$ cat src/hw/mandel_consts.svh
`ifndef MANDEL_CONSTS_SVH
`define MANDEL_CONSTS_SVH

// ========================================
// Number format, signed 4.23
// ========================================
`define COORD_W    27
`define FRAC_BITS  23
// Pixel steps at zoom 0, about 0.0047 and 0.0042
`define DX_BASE    27'h0009999
`define DY_BASE    27'h0008888

// ========================================
// Frame, lanes and buffering
// ========================================
`define FRAME_W    640
`define FRAME_H    480
`define LANES      6
`define FIFO_DEPTH 4
`define ADDR_W     19
`define COLOR_W    8
`define ZOOM_W     4
`define TIMER_W    32

// RGB332 bands, black inside the set
`define PAL_BLACK  8'b000_000_00
`define PAL_BAND1  8'b011_001_00
`define PAL_BAND2  8'b011_001_00
`define PAL_BAND3  8'b101_010_01
`define PAL_BAND4  8'b011_001_01
`define PAL_BAND5  8'b001_001_01
`define PAL_BAND6  8'b011_010_10
`define PAL_BAND7  8'b010_100_10
`define PAL_BAND8  8'b010_100_10

`endif

$ cat src/hw/pixel_pkg.sv
`include "mandel_consts.svh"

package pixel_pkg;

	// ========================================
	// Pixel and framebuffer types
	// ========================================

	// RGB332 colour, 3 red 3 green 2 blue
	typedef logic [`COLOR_W-1:0] color_t;

	// Framebuffer word address, row * width + col
	typedef logic [`ADDR_W-1:0] fb_addr_t;

	// One finished pixel on its way to the framebuffer
	typedef struct packed {
		fb_addr_t addr;
		color_t   color;
	} pixel_t;

endpackage

$ cat src/hw/pixel_fifo.sv
`timescale 1ns/1ps
`include "mandel_consts.svh"

module pixel_fifo #(
	parameter int depth = `FIFO_DEPTH
) (
	input  logic              CLOCK_50,
	input  logic              arst_n,
	input  logic              push,
	input  pixel_pkg::pixel_t push_data,
	input  logic              pop,
	output pixel_pkg::pixel_t pop_data,
	output logic              full,
	output logic              empty
);
	import pixel_pkg::*;

	localparam int ptr_w = (depth > 1) ? $clog2(depth) : 1;

	pixel_t           mem [depth];
	logic [ptr_w-1:0] wr_ptr;
	logic [ptr_w-1:0] rd_ptr;
	// Occupancy, 0 to depth
	logic [ptr_w:0]   used;

	// Wrap at depth, need not be a power of two
	function automatic logic [ptr_w-1:0] next_ptr(input logic [ptr_w-1:0] p);
		return (p == ptr_w'(depth - 1)) ? '0 : p + 1'b1;
	endfunction

	assign full  = used == depth;
	assign empty = used == 0;
	// Head word shown without a read cycle
	assign pop_data = mem[rd_ptr];

	always_ff @(posedge CLOCK_50 or negedge arst_n) begin
		if (!arst_n) begin
			wr_ptr <= '0;
			rd_ptr <= '0;
			used   <= '0;
		end else begin
			if (push)
				wr_ptr <= next_ptr(wr_ptr);
			if (pop)
				rd_ptr <= next_ptr(rd_ptr);
			if (push && !pop)
				used <= used + 1'b1;
			else if (pop && !push)
				used <= used - 1'b1;
		end
	end

	always_ff @(posedge CLOCK_50) begin
		if (push)
			mem[wr_ptr] <= push_data;
	end

	a_no_overflow: assert property (@(posedge CLOCK_50) disable iff (!arst_n) push |-> !full);
	a_no_underflow: assert property (@(posedge CLOCK_50) disable iff (!arst_n) pop |-> !empty);

endmodule

$ cat config.mk
export PLATFORM = sky130hd
export DESIGN_NAME = pixel_fifo
export DESIGN_NICKNAME = d
export VERILOG_FILES = /design/src/hw/pixel_pkg.sv /design/src/hw/pixel_fifo.sv
export VERILOG_INCLUDE_DIRS = /design/src /design/src/hw
export SDC_FILE = /design/constraint.sdc
export NUM_CORES = 1
export LEC_CHECK = 0
export BUFFER_PORTS_ARGS = -buffer_cell sky130_fd_sc_hd__buf_2
export CAP_MARGIN = 20
export CORE_UTILIZATION = 35
export DETAILED_ROUTE_END_ITERATION = 6
export PLACE_DENSITY_LB_ADDON = 0.05
export SETUP_SLACK_MARGIN = 0.5
export SYNTH_ARGS = -nofsm -noshare
export SYNTH_HDL_FRONTEND = slang
export SYNTH_SLANG_ARGS = --single-unit
$ cat constraint.sdc
create_clock -name CLOCK_50 -period 3.2 [get_ports CLOCK_50]
set_input_delay 0.64 -clock CLOCK_50 [delete_from_list [all_inputs] [get_ports CLOCK_50]]
set_output_delay 0.64 -clock CLOCK_50 [all_outputs]
set_load 0.05 [all_outputs]
After elaboration in Yosys (flattened, before gate mapping)
Memories as Yosys holds them, arrays and structs flattened.
Index checks and enable logic that the tools add are counted.
{ "op_classes": {"add_sub_neg": 4, "n_eq_ne": 3, "n_mux": 6, "reduce_logical": 6} }
{ "ops": {"columns": ["op", "n"], "rows": [
  ["two-way mux 3 bit", 2],
  ["adder 2 x 1 -> 2 bit, second input constant", 2],
  ["equality test 2 bit, second input constant", 2],
  ["two-way mux 2 bit", 2],
  ["adder 3 x 1 -> 3 bit, second input constant", 1],
  ["equality test 3 bit, second input constant", 1],
  ["zero test 3 bit", 1],
  ["subtractor 3 x 1 -> 3 bit, second input constant", 1],
  ["logical AND 1 bit", 2],
  ["zero test 1 bit", 2],
  ["two-way mux 1 bit", 2],
  ["nonzero test 2 bit", 1]
]} }
{ "totals": {"ff_bits": 7, "ramBits": 108, "input_bits": 31, "output_inout_bits": 29, "word_cells": 23, "memories": 1} }
{ "memory_table": {"columns": ["name", "words", "word_bits", "read_ports", "rd_clocked_by_memory_dff", "wr", "line_no", "text"], "rows": [
  ["mem", 4, 27, 1, 0, 1, "pixel_fifo.sv:20", "pixel_t mem [depth];"]
]} }

Logic depth before layout (Yosys ltp)
{ "logic_depth": {"depth_word": 4, "mapped_depth": 7, "mapped_depth_nobuf": 7} }

Worst setup path before layout
No wires, ideal clock.
{ "synth_timing": {"path_kind": "register to output", "from": "reg used[0]", "to": "out full", "arrival_time_ns": 1.599, "required_time_ns": 2.560, "slack_ns": 0.961, "path_stages_with_launch": 2, "n_path_buf": 0, "cell_sequence": "dfrtp_1 nor3b_1"} }
{ "synth_via": {"elab_chain_cells": 1} }
{ "synth_lines": {"columns": ["element", "line_no", "text"], "rows": [
  ["start: declaration", "pixel_fifo.sv:24", "logic [ptr_w:0] used;"],
  ["start signal: assignment", "pixel_fifo.sv:47", "used <= used + 1'b1;"],
  ["start signal: assignment", "pixel_fifo.sv:49", "used <= used - 1'b1;"],
  ["equality test 3 bit", "pixel_fifo.sv:31", "assign full = used == depth;"],
  ["end: declaration", "pixel_fifo.sv:13", "output logic full,"]
]} }
Every way passes these cells.

==> results.ini <==
[run_status]
status = finished, final reports clean

[clocking]
cts_max_level = 4
clk_latency_ns = 0.40
cts_setup_buffers = 0
cts_hold_buf = 0
clock-sinks = 115
clockBufferDepth = 2
cts_resized = 0
root_buffer = clkbuf_16
cts_tree = built
path_clk_slew_ns = 0.05
cts_buffers = 17

[floorplanning]
ios = 60
start_util_pct = 35.9
die_y_um = 113
die_w_um = 113
die-area_um2 = 12800
core_um2 = 12000
row_count = 40

[cells_and_area]
drive_gt1_share_pct = 43.4
num-fill-cells = 1057
num_antenna_cells = 0
num-nets-final = 290
fin_util_pct = 44.0
syn2layout_area_growth_pct = 22.5

[logic_synthesis]
ys_async_sr_fraction_pct = 6.09
synth_compound_area_share_pct = 0.406
synth_cell_type_count = 21
synth_xor_area_share_pct = 0.609
synth_edf_count = 108
synth_ff_type = edfxtp_1
synthSimpleGateAreaFrac_pct = 1.33
synthMuxAreaShare_pct = 14.7
postSynthCellCount = 178
ys_ff_latch = 115
synth_top_area_share_pct = 75.1
post-synth-top-count-cell = edfxtp_1
synth.cell_area_um2 = 4320
ys_top_cells_by_area = edfxtp_1 75%, mux4_2 14%, dfrtp_1 4.1%
synthAdderAreaFrac_pct = 2.20
ys_top_cells_by_count = 108 x edfxtp_1, 26 x mux4_2, 7 x dfrtp_1
synth_nets = 216
avgSynthCellArea_um2 = 24.3
ys_seq_area_share_pct = 79.2
yosysWarnings = 0
synth_top_family_by_area = multiplexers
yosys.area.top_type = edfxtp_1

[power_and_ir_drop]
switching_share_pct = 35.2
ir_drop_mv = 0.524
intPower_mw = 3.56
pwr-share-comb_pct = 33.6
switchingPower_mw = 1.93
power_leakage_nw = 1.87
power.density_nw_per_um2 = 1040
clkPwrFrac_pct = 29.3
pwr-share-seq_pct = 37.0

[global_routing]
grt_max_degree = 28
use_met1_pct = 14.1
grt_pass1_vias = 2049
grt-busiest-layer = met2
antenna_found_initial = 0
grt_first_pass_wirelength_um = 11300
met3_usage_pct = 5.89
overflow = 0
use_met2_pct = 20.8
grtUsageTotal_pct = 12.7

[routing]
firstDrtPassIters = 4
ant_nets = 0
drcViolationCount = 0
avgViaCountPerCell = 4.70
post_drt_wl_per_cell_um = 17.7
vias = 1937
routed_wl_um = 7280
drt_iter0_markers = 131

[timing]
setup_viol = 0
finalClockSkew_ns = 0.00405
final.period_utilization_pct = 78.1
grt_setup_unrepaired = false
slew_viol_final = 0
max_slew_margin_pct = 46.7
fmax_mhz = 400
tns_ns = 0
worst_pin_slew_ns = 0.799
hold_viol = 0
period_needed_ns = 2.50

[critical_path]
worstSetupPathType = reg2out
slowest_delay_ns = 0.56
cp_max_fo = 27
crit_arrival_ns = 1.86
start_kind = register
cp_top_family = multiplexers
endpoint_kind = output port
cp_data_required_time_ns = 2.56
cp_cell_sequence = buf_12, mux4_2, buf_2
critPathSlowestCell = mux4_2
cp_num_buf_inv = 2

[placement]
dp_hpwl_um = 4130
io_buffers = 59
gp_congestion = 0.643

[min_path]
holdCritPathClass = in2async

[flow_run]
max_cap_violations = 0

==> placed cells by master, fill, tap and decap left out, drive strengths merged, types with 2 or more instances in the layout <==
| cell | instances |
|---|---|
| nor2 | 2 |
| mux4 | 27 |
| nand2 | 2 |
| and2 | 4 |
| o21ai | 2 |
| clkbuf | 31 |
| edfxtp | 108 |
| mux2 | 2 |
| dfrtp | 7 |
| ha | 6 |
| xor2 | 2 |
| inv | 4 |
| nor3 | 2 |
| buf | 61 |
==> stage by stage <==
stage	power, mW	worst slack, ns	cells	instance area (µm²)	hold slack [ns]
floorplan	3.56	0.961	178	4320	0.344
global placement	3.96	1.08	380	4780	0.478
detailed placement	3.96	1.09	380	4780	0.486
CTS	5.59	0.653	412	5290	0.0532
global route	5.75	0.616	412	5290	0.0588
finish	5.50	0.700	412	5290	0.0713
==> layout make-up <==
class	instances	area [µm²]	share of cell area, %
inverter	4	15.0	0.284
tap	147	184	3.48
multi-input combinational	53	836	15.8
sequential	115	3420	64.6
clock buffer	31	508	9.60
clock inverter	1	5.00	0.0946
timing repair buffer	61	323	6.10
==> final timing paths <==
| path | startpoint | endpoint | slack [ns] | cells past startpoint |
|---|---|---|---|---|
| max | rd_ptr[0]$_DFFE_PN0P_ | pop_data[8] | 0.70 | 3 |
| min in group CLOCK_50 | push_data[0] | mem[2][0]$_DFFE_PP_ | 0.45 | 1 |
| min | arst_n | used[2]$_DFFE_PN0P_ | 0.07 | 1 |
| max in group asynchronous | arst_n | rd_ptr[0]$_DFFE_PN0P_ | 2.95 | 1 |
| min reg2reg | used[2]$_DFFE_PN0P_ | used[2]$_DFFE_PN0P_ | 0.49 | 1 |
| max reg2reg | wr_ptr[0]$_DFFE_PN0P_ | mem[0][25]$_DFFE_PP_ | 1.51 | 3 |
==> routing by layer <==
layer,share of wire [%],vias up
li1,-,894
met1,43,981
met2,50,47
met3,5.4,15
met4,2.0,0
met5,0,-
==> sequential cells by signal, summed over array words and instances (netlist names) <==
signal	cells
mem	108
rd_ptr	2
used	3
wr_ptr	2
==> worst reg2reg max path: cells and delay by family (launching register included) <==
kind,cells,cell delay (ns)
buffers and inverters,1,0.11
adder cells (fa/ha/maj),1,0.14
flip-flops,1,0.40
AND/OR/NAND/NOR,1,0.63
==> kinds of logic (layout without fill, tap and decap cells) <==
kind of cell / after synthesis / in the layout
and+or+nand+nor: 11 / 11
buffers and inverters: 10 / 97
AOI/OAI and AO/OA: 3 / 3
DFF: 115 / 115
xor gates and xnor gates: 3 / 3
muxes: 29 / 29
adders and majority gates: 7 / 7
==> power groups by stage <==
stage          registers [mW]  clock network, mW  logic [mW]
2_1_floorplan            2.03                  0        1.53
3_3_place_gp             2.06                  0        1.90
3_5_place_dp             2.07                  0        1.90
4_1_cts                  2.04               1.65        1.90
5_1_grt                  2.06               1.72        1.97
6_report                 2.04               1.61        1.85
Note: power is estimated with default switching activity, not from simulation.
