**src/hw/mandel_consts.svh**
```systemverilog
`ifndef MANDEL_CONSTS_SVH
`define MANDEL_CONSTS_SVH

// ========================================
// Number format, signed 4.23
// ========================================
`define COORD_W    27
`define FRAC_BITS  23
// Pixel steps at zoom 0, about 0.0047 and 0.0042
`define DX_BASE    27'h0009999
`define DY_BASE    27'h0008888

// ========================================
// Frame, lanes and buffering
// ========================================
`define FRAME_W    640
`define FRAME_H    480
`define LANES      6
`define FIFO_DEPTH 4
`define ADDR_W     19
`define COLOR_W    8
`define ZOOM_W     4
`define TIMER_W    32

// RGB332 bands, black inside the set
`define PAL_BLACK  8'b000_000_00
`define PAL_BAND1  8'b011_001_00
`define PAL_BAND2  8'b011_001_00
`define PAL_BAND3  8'b101_010_01
`define PAL_BAND4  8'b011_001_01
`define PAL_BAND5  8'b001_001_01
`define PAL_BAND6  8'b011_010_10
`define PAL_BAND7  8'b010_100_10
`define PAL_BAND8  8'b010_100_10

`endif

```
**src/hw/pixel_pkg.sv**
```systemverilog
`include "mandel_consts.svh"

package pixel_pkg;

	// ========================================
	// Pixel and framebuffer types
	// ========================================

	// RGB332 colour, 3 red 3 green 2 blue
	typedef logic [`COLOR_W-1:0] color_t;

	// Framebuffer word address, row * width + col
	typedef logic [`ADDR_W-1:0] fb_addr_t;

	// One finished pixel on its way to the framebuffer
	typedef struct packed {
		fb_addr_t addr;
		color_t   color;
	} pixel_t;

endpackage

```
**src/hw/frame_writer.sv**
```systemverilog
`timescale 1ns/1ps
`include "mandel_consts.svh"

module frame_writer (
	input  logic                CLOCK_50,
	input  logic                arst_n,
	input  logic                start,
	input  pixel_pkg::fb_addr_t frame_w,
	input  pixel_pkg::fb_addr_t frame_h,
	input  logic                empty,
	input  pixel_pkg::pixel_t   pop_data,
	output logic                pop,
	output logic                fb_we,
	output pixel_pkg::fb_addr_t fb_addr,
	output pixel_pkg::color_t   fb_data,
	output logic                done,
	output logic [`TIMER_W-1:0] frame_cycles
);
	import pixel_pkg::*;

	fb_addr_t total;
	fb_addr_t written;
	logic     running;
	logic     last_write;

	// Drain the FIFO whenever it holds a word
	assign pop        = !empty;
	assign total      = frame_w * frame_h;
	assign last_write = fb_we && (written == total - 1'b1);

	// ========================================
	// Write count, frame timer, done
	// ========================================
	always_ff @(posedge CLOCK_50 or negedge arst_n) begin
		if (!arst_n) begin
			fb_we        <= 1'b0;
			written      <= '0;
			running      <= 1'b0;
			done         <= 1'b0;
			frame_cycles <= '0;
		end else begin
			fb_we <= pop;
			if (start) begin
				// Start edge is the first counted edge
				written      <= '0;
				running      <= 1'b1;
				done         <= 1'b0;
				frame_cycles <= 1;
			end else begin
				if (fb_we)
					written <= written + 1'b1;
				if (running) begin
					frame_cycles <= frame_cycles + 1'b1;
					// Done rises the edge after the last strobe
					if (last_write) begin
						running <= 1'b0;
						done    <= 1'b1;
					end
				end
			end
		end
	end

	// Popped word goes straight onto the write port
	always_ff @(posedge CLOCK_50) begin
		if (pop) begin
			fb_addr <= pop_data.addr;
			fb_data <= pop_data.color;
		end
	end

	a_quiet_done: assert property (@(posedge CLOCK_50) disable iff (!arst_n) done |-> !fb_we);

endmodule

```
**config.mk**
```make
export PLATFORM = sky130hd
export DESIGN_NAME = frame_writer
export DESIGN_NICKNAME = d
export VERILOG_FILES = /design/src/hw/pixel_pkg.sv /design/src/hw/frame_writer.sv
export VERILOG_INCLUDE_DIRS = /design/src /design/src/hw
export SDC_FILE = /design/constraint.sdc
export NUM_CORES = 1
export LEC_CHECK = 0
export BUFFER_PORTS_ARGS = -buffer_cell sky130_fd_sc_hd__buf_4
export CAP_MARGIN = 20
export CORE_UTILIZATION = 55
export CTS_CLUSTER_SIZE = 24
export DETAILED_ROUTE_END_ITERATION = 16
export PLACE_DENSITY = 0.82
export SLEW_MARGIN = 5
export SYNTH_ARGS = -nofsm -noshare
export SYNTH_HDL_FRONTEND = slang
export SYNTH_SLANG_ARGS = --single-unit
```
**constraint.sdc**
```tcl
create_clock -name CLOCK_50 -period 3.4 [get_ports CLOCK_50]
set_input_delay 0.68 -clock CLOCK_50 [delete_from_list [all_inputs] [get_ports CLOCK_50]]
set_output_delay 0.68 -clock CLOCK_50 [all_outputs]
set_load 0.05 [all_outputs]
```
Word level (Yosys, flattened, before mapping)
Cells that the tools add are included.
{"block": "totals", "reg_bits": 81, "in_bits": 69, "output_inout_bits": 62, "word_cells": 28}
{"block": "classes", "n_addsub": 3, "n_mul": 1, "eq_ne": 1, "muxes": 10, "reduce_logical": 6}
{"op": "two-way mux 32 bit", "count": 2}
{"op": "two-way mux 19 bit", "count": 2}
{"op": "adder 32 x 1 -> 32 bit, second input constant", "count": 1}
{"op": "adder 19 x 1 -> 19 bit, second input constant", "count": 1}
{"op": "== test 19 bit", "count": 1}
{"op": "multiplier 19 x 19 -> 19 bit", "count": 1}
{"op": "subtractor 19 x 1 -> 19 bit, second input constant", "count": 1}
{"op": "two-way mux 1 bit", "count": 6}
{"op": "nonzero test 2 bit", "count": 3}
{"op": "AND reduction 2 bit", "count": 1}
{"op": "logical AND 1 bit", "count": 1}
{"op": "logical NOT 1 bit", "count": 1}

Logic depth before layout (Yosys ltp)
{"block": "depth", "ltp_word": 7, "depth_mapped": 24, "mapped_depth_nobuf": 22}

Least setup slack after synthesis
Ideal clock, no wire load.
{"block": "synth_timing", "path_kind": "input to register", "startpoint": "input port frame_w[0]", "endpoint": "register running", "setup_time_ps": 129, "arrival_ps": 6616, "t_required_ps": 3271, "slack_ps": -3346, "path_stages": 21, "n_path_buf": 2, "cell_sequence": "clkbuf_1 -> clkbuf_1 -> nand2_1 -> fa_1 -> fa_1 -> fa_1 -> inv_1 -> ha_1 -> fa_1 -> inv_1 -> fa_1 -> inv_1 -> fa_1 -> ha_1 -> a21o_1 -> a2111oi_1 -> nor2_1 -> nor4b_1 -> nor4bb_1 -> nand4_1 -> o41a_1"}
{"block": "synth_between", "elab_chain_cells": 7}
{"element": "from (decl)", "line_no": "frame_writer.sv:8", "source": "input pixel_pkg::fb_addr_t frame_w,"}
{"element": "multiplier 19 x 19 -> 19 bit", "line_no": "frame_writer.sv:28", "source": "assign total = frame_w * frame_h;"}
{"element": "subtractor 19 x 1 -> 19 bit", "line_no": "frame_writer.sv:29", "source": "assign last_write = fb_we && (written == total - 1'b1);"}
{"element": "== test 19 bit", "line_no": "frame_writer.sv:29"}
{"element": "logical AND 1 bit", "line_no": "frame_writer.sv:29"}
{"element": "two-way mux 1 bit", "line_no": "frame_writer.sv:55", "source": "if (last_write) begin"}
{"element": "two-way mux 1 bit", "line_no": "frame_writer.sv:52", "source": "if (running) begin"}
{"element": "two-way mux 1 bit", "line_no": "frame_writer.sv:43", "source": "if (start) begin"}
{"element": "to (signal assigned)", "line_no": "frame_writer.sv:38", "source": "running <= 1'b0;"}
{"element": "to (signal assigned)", "line_no": "frame_writer.sv:46", "source": "running <= 1'b1;"}
{"element": "to (signal assigned)", "line_no": "frame_writer.sv:56", "source": "running <= 1'b0;"}
{"element": "to (decl)", "line_no": "frame_writer.sv:23", "source": "logic running;"}
Every way passes these cells.
A chain may end at the register's enable or synchronous reset.

Worst setup path after layout
{"block": "layout_timing", "startpoint": "input port frame_w[8]", "endpoint": "register done"}
{"block": "layout_between", "elab_chain_cells": 6}
{"element": "multiplier 19 x 19 -> 19 bit", "line_no": "frame_writer.sv:28"}
{"element": "subtractor 19 x 1 -> 19 bit", "line_no": "frame_writer.sv:29"}
{"element": "== test 19 bit", "line_no": "frame_writer.sv:29"}
{"element": "logical AND 1 bit", "line_no": "frame_writer.sv:29"}
{"element": "nonzero test 2 bit (no source line)"}
{"element": "AND reduction 2 bit (no source line)"}
{"element": "to (signal assigned)", "line_no": "frame_writer.sv:39", "source": "done <= 1'b0;"}
{"element": "to (signal assigned)", "line_no": "frame_writer.sv:47", "source": "done <= 1'b0;"}
{"element": "to (signal assigned)", "line_no": "frame_writer.sv:57", "source": "done <= 1'b1;"}
{"element": "to (decl)", "line_no": "frame_writer.sv:16", "source": "output logic done,"}
Every way passes these cells.

==> qor.csv <==
stage,metric,value,unit
global_routing,GRT Residual Overflow,0,
synthesis,Area contributors post-synth,"fa_1 (28%), dfrtp_1 (14%), edfxtp_1 (8.4%)",
synthesis,syn nets,1284,
setup_path,CP Capture Type,register,
place,GPL Wtd Cong,0.935,
run_status,status,"finished, violations left",
die,Initial Util,56.0,%
sta,crit share post-route,184,%
die,core area,17200,um^2
detailed_routing,via count,8001,
detailed_routing,1st-pass router iterations,5,
cells_and_area,"commonest non-fill, non-tap cell in the layout",buf_4,
setup_path,Worst Path Max Fanout,7,
synthesis,sequential fraction of the synthesis area,22.4,%
die,std cell rows,48,
cells_and_area,final instance area,12600,um^2
sta,Final Slew Violations,0,
synthesis,Post-synth EDFFs,27,
sta,Final TNS setup,-5680,ps
setup_path,Startpoint Class,input port,
detailed_routing,Routed Antenna Nets,0,
global_routing,largest net degree at the start of global routing,55,
place,PortBufs,130,
place,cell count after placement,1466,
hold_path,Min-Delay Path Class,in2async,
synthesis,Synth Instances,1023,
clocking,H-tree depth,3,
setup_path,Worst Setup Path Type,in2reg,
cells_and_area,Area growth syn-to-layout,30.6,%
die,die height,135,um
die,io pins,131,
setup_path,Crit-path slowest cell,fa_2,
place,hpwl dp,20.3,mm
detailed_routing,Vias per Instance,5.35,
setup_path,FF-to-FF setup slack,990,ps
detailed_routing,# DRC,0,
run_status,violations in the final reports,negative setup slack,
clocking,CTS max path bufs,2,
cells_and_area,"commonest non-fill, non-tap cells in the layout","buf_4 (252), inv_1 (160), nand2_1 (122)",
setup_path,crit-path most repeated cell,fa_1,
sta,# setup viols final,2,
synthesis,Synth Register Bits,81,
cells_and_area,number of diodes,0,
detailed_routing,per-cell routed wire length,17.0,um
detailed_routing,Iter 0 DRT Violations,509,
sta,FMAX,0.160,GHz
setup_path,family with the most delay on the worst path,adder cells,
setup_path,R2R cell count,7,
global_routing,total track usage,29.3,%
setup_path,Worst path max stage delay,600,ps
cells_and_area,Nets,1528,
synthesis,top-area cell type share of the netlist area,28.4,%
clocking,CTS Buf Count,9,
sta,Setup WS post-layout,-2870,ps
synthesis,ys flop type,dfrtp_1,
die,DIE AREA,18100,um^2
setup_path,Critical Path RT,3630,ps
clocking,clk slew on worst S/H paths,60,ps
cells_and_area,FILL cells,1174,
sta,Slew @ Worst Pin,656,ps
clocking,TritonCTS clock tree,done,
synthesis,"FFs w/ async S/R, synth",66.7,%
cells_and_area,Finished Core Util,73.2,%
setup_path,Bufs and invs on worst path,5,
sta,clk_skew,10.1,ps
synthesis,"Avg Cell Area, Syn",9.44,um^2
cells_and_area,layout cell share with drive strength beyond 1,29.2,%
sta,Slew headroom,56.3,%
clocking,CTS root buffer,clkbuf_16,
synthesis,Syn. warnings,0,
setup_path,worst-path cell chain,buf_12 -> buf_4 -> buf_4 -> and2_1 -> fa_1 -> inv_1 -> fa_2 -> fa_1 -> fa_1 -> fa_1 -> fa_1 -> inv_1 -> fa_2 -> xnor2_2 -> xnor2_1 -> xnor2_1 -> xnor3_2 -> xnor3_2 -> xor2_2 -> o21bai_1 -> o41ai_4,
setup_path,instance count on the critical path,21,
sta,RSZ-0062 raised after global routing,true,
global_routing,number of global-route vias before repair,8554,
synthesis,Unique masters post-synth,58,
synthesis,cell taking the most area after synthesis,fa_1,
global_routing,antenna violations before repair,0,
die,Die X,135,um
clocking,Skew-Pair Late Insertion Delay,330,ps
run,MaxCap Viol Count,0,
cells_and_area,non-filler cells in the finished layout,1496,
setup_path,Worst EP arrival,6500,ps
clocking,clk sinks,81,
global_routing,first-pass GRT wire length,41.1,mm
place,total placed instance area,11900,um^2
sta,fin crit period,6270,ps
synthesis,Mapped Area,9660,um^2
sta,Final Hold Viols,0,
detailed_routing,drt total wl,25.4,mm
==> path summary, 6_finish.rpt <==
kind / startpoint / to
worst max-delay path: frame_w[8] / done
worst min-delay path: arst_n / frame_cycles[26]
worst max register to register: frame_cycles[3] / frame_cycles[22]
worst min register to register: frame_cycles[31] / frame_cycles[31]
max in group asynchronous: arst_n / written[17]
min in group CLOCK_50: pop_data[3] / fb_data[3]
==> per-stage QoR <==
step | setup slack (ps) | hold WS (ps)
after floorplan | -2920 | 384
after global placement | -3260 | 521
after detailed placement | -3340 | 520
after CTS | -2850 | 396
after global routing | -3110 | 424
final | -2870 | 371
==> repair_timing <==
item	CTS	global route
buffers inserted	2	12
hold buffers	0	0
pin swaps	42	15
setup endpoints to repair	2	2
gates resized for setup	40	26
gates cloned	0	1
==> cells in the mapped netlist, drive strengths merged, types with 6 or more instances <==
master and count:
a21oi 24, and2 96, and3 11, clkbuf 31
dfrtp 54, edfxtp 27, fa 137, ha 55
inv 164, mux2i 6, nand2 133, nand3 11
nand4 13, nor2 68, nor3 11, o21a 6
o21ai 15, or3 7, xnor2 47, xor2 48
==> logic make-up after synthesis <==
kind of cell    after synthesis  share of synthesized area [%]
simple gates                369                           18.7
buf+inv                     199                           7.77
fa+ha+maj                   192                           35.5
xor+xnor                     98                           9.48
flops                        81                           22.4
compound gates               77                           5.38
mux                           7                          0.739
==> sequential cells by signal, indices dropped and copies added, names as in the netlist <==
register      cells
done              1
fb_addr          19
fb_data           8
fb_we             1
frame_cycles     32
running           1
written          19
==> metal layers <==
layer,routed length (um),global-route usage [%],up-vias
met5,0,0,-
met1,10100,36.7,3900
met3,2260,7.62,75
li1,-,-,3669
met4,690,8.49,0
met2,12400,50.0,357
==> area by class of cell <==
type                       instances  area (um^2)  share of cell area, %
timing repair buffer             268         2170                   17.2
multi-input combinational        743         7090                   56.3
tap                              225          282                   2.23
inverter                         164          616                   4.88
clock buffer                      12          268                   2.12
clock inverter                     3         21.3                  0.169
sequential                        81         2160                   17.1
Power is not shown: default switching activity piles up to over one toggle a cycle in this logic, so the estimate is an artifact.
