### src/hw/mandel_consts.svh
`ifndef MANDEL_CONSTS_SVH
`define MANDEL_CONSTS_SVH

// ========================================
// Number format, signed 4.23
// ========================================
`define COORD_W    27
`define FRAC_BITS  23
// Pixel steps at zoom 0, about 0.0047 and 0.0042
`define DX_BASE    27'h0009999
`define DY_BASE    27'h0008888

// ========================================
// Frame, lanes and buffering
// ========================================
`define FRAME_W    640
`define FRAME_H    480
`define LANES      6
`define FIFO_DEPTH 4
`define ADDR_W     19
`define COLOR_W    8
`define ZOOM_W     4
`define TIMER_W    32

// RGB332 bands, black inside the set
`define PAL_BLACK  8'b000_000_00
`define PAL_BAND1  8'b011_001_00
`define PAL_BAND2  8'b011_001_00
`define PAL_BAND3  8'b101_010_01
`define PAL_BAND4  8'b011_001_01
`define PAL_BAND5  8'b001_001_01
`define PAL_BAND6  8'b011_010_10
`define PAL_BAND7  8'b010_100_10
`define PAL_BAND8  8'b010_100_10

`endif

### src/hw/pixel_pkg.sv
`include "mandel_consts.svh"

package pixel_pkg;

	// ========================================
	// Pixel and framebuffer types
	// ========================================

	// RGB332 colour, 3 red 3 green 2 blue
	typedef logic [`COLOR_W-1:0] color_t;

	// Framebuffer word address, row * width + col
	typedef logic [`ADDR_W-1:0] fb_addr_t;

	// One finished pixel on its way to the framebuffer
	typedef struct packed {
		fb_addr_t addr;
		color_t   color;
	} pixel_t;

endpackage

### src/hw/lane_arbiter.sv
`timescale 1ns/1ps
`include "mandel_consts.svh"

module lane_arbiter #(
	parameter int lanes = `LANES
) (
	input  logic               CLOCK_50,
	input  logic               arst_n,
	input  logic [lanes-1:0]   pix_valid,
	input  pixel_pkg::pixel_t  pix [lanes],
	input  logic               full,
	output logic [lanes-1:0]   ack,
	output logic               push,
	output pixel_pkg::pixel_t  push_data
);
	localparam int ptr_w = (lanes > 1) ? $clog2(lanes) : 1;

	// Search starts just after the last lane granted
	logic [ptr_w-1:0] last_q;
	logic [ptr_w-1:0] pick;
	logic             found;

	always_comb begin
		int idx;
		found = 1'b0;
		pick  = last_q;
		for (int i = 1; i <= lanes; i++) begin
			idx = (int'(last_q) + i) % lanes;
			if (!found && pix_valid[idx]) begin
				found = 1'b1;
				pick  = ptr_w'(idx);
			end
		end
	end

	// Nothing granted while the FIFO is full
	assign push      = found && !full;
	assign ack       = push ? (lanes'(1) << pick) : '0;
	assign push_data = pix[pick];

	always_ff @(posedge CLOCK_50 or negedge arst_n) begin
		if (!arst_n)
			last_q <= ptr_w'(lanes - 1);
		else if (push)
			last_q <= pick;
	end

	// Granted lane drops its request before it can be acked again
	a_ack_once: assert property (@(posedge CLOCK_50) disable iff (!arst_n)
		|ack |=> (ack & $past(ack)) == '0);

endmodule

### config.mk
export PLATFORM = sky130hd
export DESIGN_NAME = lane_arbiter
export DESIGN_NICKNAME = d
export VERILOG_FILES = /design/src/hw/pixel_pkg.sv /design/src/hw/lane_arbiter.sv
export VERILOG_INCLUDE_DIRS = /design/src /design/src/hw
export SDC_FILE = /design/constraint.sdc
export NUM_CORES = 1
export LEC_CHECK = 0
export BUFFER_PORTS_ARGS = -buffer_cell sky130_fd_sc_hd__buf_2
export CAP_MARGIN = 20
export CORE_ASPECT_RATIO = 0.7
export CORE_MARGIN = 5
export CORE_UTILIZATION = 46
export CTS_BUF_LIST = sky130_fd_sc_hd__clkbuf_2 sky130_fd_sc_hd__clkbuf_4 sky130_fd_sc_hd__clkbuf_8
export CTS_CLUSTER_SIZE = 25
export DETAILED_ROUTE_END_ITERATION = 12
export PLACE_DENSITY = 0.92
export REMOVE_ABC_BUFFERS = 1
export SYNTH_ARGS = -nofsm -noshare
export SYNTH_HDL_FRONTEND = slang
export SYNTH_SLANG_ARGS = --single-unit
### constraint.sdc
create_clock -name CLOCK_50 -period 10.81 [get_ports CLOCK_50]
set_input_delay 1.6215 -clock CLOCK_50 [delete_from_list [all_inputs] [get_ports CLOCK_50]]
set_output_delay 1.6215 -clock CLOCK_50 [all_outputs]
set_load 0.01 [all_outputs]
# After elaboration in Yosys (flattened, before gate mapping)
# Index checks and enable logic that the tools add are counted.
op_classes:
  add_sub_neg: 6
  n_div: 6
  order_cmp: 7
  shift: 1
  muxes: 34
  bitwise: 1
  n_reduce_logical: 12
op_table:
  columns: ["operator", "n"]
  rows:
  - ["$lt 32x5->1 const B", 6]
  - ["$mod 32x4->32 const B", 6]
  - ["$bmux 27 s3", 1]
  - ["$mux 27", 2]
  - ["$bmux 1 s3", 6]
  - ["$mux 1", 18]
  - ["$mux 3", 6]
  - ["$add 3x3->4 const B", 3]
  - ["$add 3x2->4 const B", 2]
  - ["$logic_and 1x1->1", 6]
  - ["$logic_not 1->1", 6]
  - ["$mux 6", 1]
  - ["$shl 1x3->6 const A", 1]
  - ["$add 3x1->4 const B", 1]
  - ["$ge 4x4->1 const B", 1]
  - ["$not 3->4", 1]
totals:
  register_bits: 3
  input_bits: 171
  out_inout_bits: 34
  wordCells: 68

# Depth between registers and ports, before layout
# Gate-level depths: netlist of run 1.
depth:
  word_depth: 25
  ltp_mapped: 20
  ltp_nobuf: 15

# Least setup slack after synthesis of run 1
# OpenSTA, ideal clock, no wires.
synth_timing:
  path_type: "input -> output"
  from: "input port pix_valid[3]"
  to: "output port push_data[15] in the netlist's numbering"
  t_arrival_ns: 3.827
  required_time_ns: 9.189
  setup_slack_ns: 5.361
  path_stages: 11
  n_path_buf: 2
  cell_sequence: "mux4_2 -> a21boi_2 -> and2b_1 -> o211ai_2 -> nor3_1 -> nand2b_1 -> a31oi_2 -> nand2b_1 -> buf_4 -> buf_6 -> o2bb2ai_1"
synth_rtl:
  columns: ["element", "line_no", "rtl"]
  rows:
  - ["start: declaration", "lane_arbiter.sv:9", "input logic [lanes-1:0] pix_valid,"]
  - ["end: declaration", "lane_arbiter.sv:14", "output pixel_pkg::pixel_t push_data"]

==> results.json, run 1 <==
{
  "synth_async_sr_flop_share_pct": 100,
  "design.portCount": 205,
  "finClkSkew_ps": 1.52,
  "finalCritPeriodShare_pct": 70.3,
  "hold_class": "register to register",
  "route.detailed.vias_per_inst": 5.83,
  "ant_nets": 0,
  "global_route.overflow_total": 0,
  "synth_top_flop_cell": "dfstp_2",
  "nets": 702,
  "setup_total_negative_slack_ps": 0,
  "place_worst_setup_slack_ps": 3180,
  "timing.critical_path.cells": "ha_1 > xor2_2 > inv_1 > ha_1 > nand2b_1 > o2111ai_1 > nand3_1 > a211oi_2 > a2111o_1 > mux2i_4 > nor2_8 > buf_4 > mux2i_1 > mux2i_1 > o2bb2ai_1 > buf_2",
  "initial_utilization_pct": 48.0,
  "floorplan.rows": 23,
  "clock_latency_ps": 220,
  "wire_per_inst_um": 19.9,
  "final-hold-violation-count": 0,
  "area_growth_synth_to_finish_pct": 37.5,
  "route.vias.total": 3480,
  "achievable-frequency_ghz": 0.132,
  "postSynthCellCount": 334,
  "number_of_enable_flip_flop_cells_after_synthesis": 0,
  "final_cell_area_um2": 3820,
  "place.gp.congestion": 1.02,
  "drt-total-wl_mm": 11.9,
  "route.detailed.drc": 0,
  "floorplan.die_area_um2": 7720,
  "dp_hpwl_mm": 10.0,
  "max_flop_register": "last_q",
  "clock_tree.buffer_depth": 2,
  "grt_pass1_wl_mm": 16.8,
  "cts_made_buffers": 3,
  "ctsRootBufferMaster": "clkbuf_8",
  "drt_iter0_markers": 169,
  "timing.critical_path.slowest_cell_delay_ps": 880,
  "crit_buf_inv": 3,
  "post-route-worst-setup-slack_ps": 3210,
  "grt_max_degree": 54,
  "worst_path_dominant_cell_family": "simple AND/OR/NAND/NOR gates",
  "setup_violations": 0,
  "worst-setup-path-type": "register to output port",
  "die_h_um": 75.0,
  "synthesis.area_um2": 2780,
  "syn-mean-instance-area_um2": 8.32,
  "worstPathMaxFanout": 53,
  "synth_seq_area_share_pct": 2.79,
  "synth-seq-cells": 3,
  "worst_pin_slew_ps": 1050,
  "rsz0062_at_grt": "no",
  "synthesis.yosys.warnings": 0,
  "postPlaceCellArea_um2": 3740,
  "category_of_the_worst_setup_path_capture_point": "output port",
  "reg.largest.list": "last_q (3)",
  "antenna_found_initial": 2,
  "timing.final.max_slew_violations": 0,
  "core_area_um2": 5780,
  "status": "completed",
  "cp_data_arrival_time_ps": 5970,
  "critical-path-slowest-cell": "dfstp_2",
  "cell_variety_after_synth": 64,
  "port_buffers": 204,
  "postCtsResizedCells": 0,
  "die_w_um": 103,
  "fillCellCount": 502,
  "maxCapViolations": 0,
  "htreeDepth": 1,
  "largest_register_ffs": 3,
  "timing.critical_path.from_type": "register",
  "hold_fix_buffers_at_cts": 0,
  "cts_setup_buffers": 0,
  "crit_required_ps": 9190,
  "firstDrtPassIters": 5,
  "vias_in_the_first_global_route": 3348,
  "final_critical_period_ps": 7600,
  "timing.max_slew.rel_slack_pct": 29.9,
  "clkSlewWorstSetupHoldPaths_ps": 30,
  "layout_cells_sized_above_1_pct": 47.5,
  "tot_gr_track_use_pct": 28.1,
  "cts_tree": "yes",
  "cts_num_sinks": 3
}
==> kinds of logic after synthesis <==
kind of cell | after synthesis | share of synthesized area [%]
xor gates and xnor gates | 3 | 1.22
AOI/OAI and AO/OA | 89 | 25.7
DFF | 3 | 2.79
buffers and inverters | 39 | 8.33
adders and majority gates | 10 | 4.50
muxes | 113 | 42.3
and+or+nand+nor | 77 | 15.1
==> synthesized netlist by cell type, types with 3 or more instances <==
library cell,n,area (um2)
mux2i_1,102,1020
o2bb2ai_1,21,184
nand2_1,17,63.8
nor2_1,15,56.3
nand3_1,14,70.1
inv_1,12,45.0
o21ai_0,11,55.1
ha_1,10,125
a21oi_1,9,45.0
buf_4,9,67.6
mux2_2,7,78.8
buf_6,6,67.6
nand2b_1,6,37.5
o211ai_1,6,45.0
o221ai_1,6,52.6
buf_2,5,25.0
clkbuf_1,5,18.8
nor3_1,5,25.0
a21o_1,4,30.0
a22oi_1,4,30.0
nand3b_1,3,22.5
o31ai_1,3,22.5
==> per-layer routing <==
metal | vias to the layer above | part of all wire (%) | global-route usage, %
met5 | - | 0 | 0
met4 | 0 | 2.9 | 10.5
met3 | 25 | 7.5 | 3.80
met2 | 186 | 49 | 48.0
met1 | 1587 | 41 | 36.5
li1 | 1682 | - | -
==> cell type report <==
type / instances / area (um2) / share of cell area (%)
multi-input cells: 292 / 2480 / 64.9
repair buffers: 207 / 1060 / 27.9
well taps: 75 / 93.8 / 2.46
flip-flops and latches: 3 / 77.6 / 2.03
inverters: 14 / 52.6 / 1.38
clock buffers: 4 / 48.8 / 1.28
diodes: 2 / 5.00 / 0.131
==> final timing paths <==
path,startpoint,endpoint,slack (ps),cells after the start
worst max-delay path,last_q[0],push_data[15],3210,16
worst min-delay path,last_q[2],last_q[2],650,2
worst max register to register,last_q[0],last_q[0],6000,13
worst min register to register,last_q[2],last_q[2],650,2
max in group asynchronous,arst_n,last_q[2],9410,1
min in group asynchronous,arst_n,last_q[1],1200,1
==> layout by cell type, fill, tap and decap left out, drive strengths merged, types with 4 or more instances in the layout <==
cell,instances
mux2i,103
nand2,17
o2bb2ai,21
nand2b,6
mux2,9
o221ai,6
a22oi,4
nor3,7
inv,14
clkbuf,4
o21ai,12
o211ai,8
a21o,4
buf,207
a21oi,10
ha,10
nand3,14
nor2,16
==> per-stage QoR <==
stage / util, % / instances / hold WS (ps)
floorplan: - / 309 / 563
global placement: 64.6 / 590 / 619
detailed placement: 64.6 / 590 / 644
CTS: 65.5 / 594 / 648
global route: 66.0 / 597 / 693
finish: 66.0 / 597 / 645
==> worst register-to-register path, stage by stage (launching register included) <==
cell       delay (ps)
dfstp_2           880
ha_1              500
xor2_2            320
inv_1             120
ha_1              310
nand2b_1          210
o2111ai_1         250
nand3_1           170
a211oi_2          380
a2111o_1          250
mux2i_4           120
nor2_8            830
nand2_1           270
o21ai_0           150
Power of run 1 is not shown: default switching activity piles up to over one toggle a cycle in this logic, so the estimate is an artifact.
==> inputs of run 2 (changes only) <==
Settings changed: ABC_AREA set to 1, CORE_UTILIZATION 46 to 45, PLACE_DENSITY 0.92 to 0.87.
Clock period 10.81 ns to 7.4 ns, I/O delays scaled along.
==> run 2 against run 1 <==
Against the previous run:
- sequential cell count unchanged
- hold slack got worse by 3.3 ps
- worst setup slack got worse by 2100 ps
- utilization decreased by 5.8 points
- critical path type unchanged
- non-clock buffer count unchanged
- synthesized cell count increased by 99%
==> results.json, run 2 <==
{
  "status": "completed",
  "synth_seq_area_share_pct": 2.46,
  "wire_per_inst_um": 13.4,
  "hold_depth": 2,
  "vias_in_the_first_global_route": 4247,
  "worst-setup-path-type": "register to output port",
  "post_synth_top_cells": "nand2_1, nand3_1, inv_1, buf_2, nand2_2",
  "largest_register_ffs": 3,
  "ctsRootBufferMaster": "clkbuf_8",
  "grt_pass1_wl_mm": 19.4,
  "floorplan.die_area_um2": 8800,
  "drt-met1-wl_mm": 5.29,
  "cts_tree": "yes",
  "cp_data_arrival_time_ps": 5150,
  "layout_cells_sized_above_1_pct": 29.3,
  "hold_fix_buffers_at_cts": 0,
  "finalCritPeriodShare_pct": 84.6,
  "drt-total-wl_mm": 12.4,
  "place.gp.congestion": 1.02,
  "critPathLaunch": "last_q[0]",
  "number_of_enable_flip_flop_cells_after_synthesis": 0,
  "timing.critical_path.from_type": "register",
  "wl_met2_mm": 5.59,
  "reg2reg_from": "last_q[0]",
  "worstPathMaxFanout": 57,
  "synth.area.top_cells": "nand2_1, nand3_1, inv_1",
  "route.detailed.drc": 0,
  "worst_pin_slew_ps": 1060,
  "worst_path_most_repeated_cell": "nand2_1",
  "final_critical_period_ps": 6260,
  "syn-mean-instance-area_um2": 4.73,
  "synth.largest_area_cell": "nand2_1",
  "nets": 1017,
  "dp_hpwl_mm": 9.57,
  "timing.critical_path.slowest_cell_delay_ps": 800,
  "antenna_found_initial": 0,
  "synthDominantCellAreaShare_pct": 44.3,
  "finClkSkew_ps": 3.40,
  "maxCapViolations": 0,
  "synthesis.area_um2": 3150,
  "worst_path_dominant_cell_family": "simple AND/OR/NAND/NOR gates",
  "most_common_cell_after_layout_fill_and_taps_aside": "nand2_1",
  "crit_buf_inv": 4,
  "crit_required_ps": 6290,
  "timing.reg2reg.worst_path_depth": 21,
  "die_h_um": 80.0,
  "synth_top_flop_cell": "dfstp_2",
  "route.detailed.vias_per_inst": 5.23,
  "firstDrtPassIters": 5,
  "ant_nets": 0,
  "highest_routed_metal_layer": "met4",
  "met3_wl_mm": 1.17,
  "timing.max_slew.rel_slack_pct": 28.8,
  "initial_utilization_pct": 46.4,
  "hold_class": "register to register",
  "synthMostInstantiatedCell": "nand2_1",
  "setup_violations": 0,
  "drt_iter0_markers": 515,
  "synth-seq-cells": 3,
  "postCtsResizedCells": 0,
  "critical-path-slowest-cell": "dfstp_2",
  "area_growth_synth_to_finish_pct": 29.8,
  "n_antenna_cell": 0,
  "tot_gr_track_use_pct": 26.5,
  "startpoint_of_the_worst_hold_path": "last_q[1]",
  "setup_total_negative_slack_ps": 0,
  "cts_num_sinks": 3,
  "synth_async_sr_flop_share_pct": 100,
  "critical_path_depth": 25,
  "cts_setup_buffers": 0,
  "category_of_the_worst_setup_path_capture_point": "output port",
  "final-hold-violation-count": 0,
  "clkSlewWorstSetupHoldPaths_ps": 30,
  "global_route.overflow_total": 0,
  "grt_max_degree": 61,
  "core_area_um2": 6790,
  "design.portCount": 205,
  "port_buffers": 204,
  "max_flop_register": "last_q",
  "mostFrequentLayoutCells": "nand2_1, buf_2, nand3_1",
  "reg.largest.list": "last_q (3)",
  "die_w_um": 110,
  "rsz0062_at_grt": "no",
  "postSynthCellCount": 666,
  "floorplan.rows": 25,
  "timing.final.max_slew_violations": 0,
  "route.vias.total": 4855,
  "cts_made_buffers": 3,
  "htreeDepth": 1,
  "cell_variety_after_synth": 33,
  "achievable-frequency_ghz": 0.160,
  "clock_latency_ps": 220,
  "synthesis.yosys.warnings": 0,
  "clock_tree.buffer_depth": 2
}
run 2: cell count changes in the layout (fill, tap and decap cells not counted), moves of 7 or more:
cell,change
nand3_1,+124
nand2_2,+13
mux2i_1,-102
nor2_1,-9
mux2_2,-7
inv_1,+23
nand2_1,+355
o2bb2ai_1,-21
run 2: final timing paths:
path | slack (ps) | end
worst max-delay path | 1140 | push_data[8]
worst min-delay path | 640 | last_q[1]
worst max register to register | 2690 | last_q[1]
worst min register to register | 640 | last_q[1]
max in group asynchronous | 6520 | last_q[0]
min in group asynchronous | 680 | last_q[1]
run 2: per-layer routing:
metal | vias to the layer above | track usage (%)
li1 | 2451 | -
met1 | 2104 | 35.7
met2 | 262 | 42.6
met3 | 38 | 3.48
met4 | 0 | 10.1
met5 | - | 0
run 2: kinds of logic after synthesis:
group | count (synthesis) | share of synthesized area (%)
xor gates and xnor gates | 1 | 0.278
buffers and inverters | 82 | 13.4
AOI/OAI and AO/OA | 22 | 4.45
adders and majority gates | 10 | 3.97
and+or+nand+nor | 548 | 75.5
DFF | 3 | 2.46
run 2: cell type report:
| type | instances | area, um2 |
|---|---|---|
| multi-input cells | 581 | 2650 |
| fillers | 703 | 2700 |
| well taps | 94 | 118 |
| flip-flops and latches | 3 | 77.6 |
| clock buffers | 4 | 48.8 |
| repair buffers | 207 | 1040 |
| inverters | 40 | 150 |
run 2: per-stage QoR:
| stage | worst slack (ps) | cell area, um2 | hold slack (ps) | utilization (%) | cells |
|---|---|---|---|---|---|
| 2_1_floorplan | 1860 | 2880 | 580 | - | 624 |
| 3_3_place_gp | 1540 | 4040 | 629 | 59.5 | 925 |
| 3_5_place_dp | 1490 | 4040 | 634 | 59.5 | 925 |
| 4_1_cts | 1250 | 4090 | 641 | 60.3 | 929 |
| 5_1_grt | 647 | 4090 | 680 | 60.3 | 929 |
| 6_report | 1140 | 4090 | 642 | 60.3 | 929 |
run 2: tightest hold or removal path: cells and delay by family, from the launching register on:
family / cells / cell delay, ps
AO/OA/AOI/OAI: 1 / 70
AND/OR/NAND/NOR: 1 / 80
flip-flops: 1 / 450
Power of run 2 is left out for the same reason.
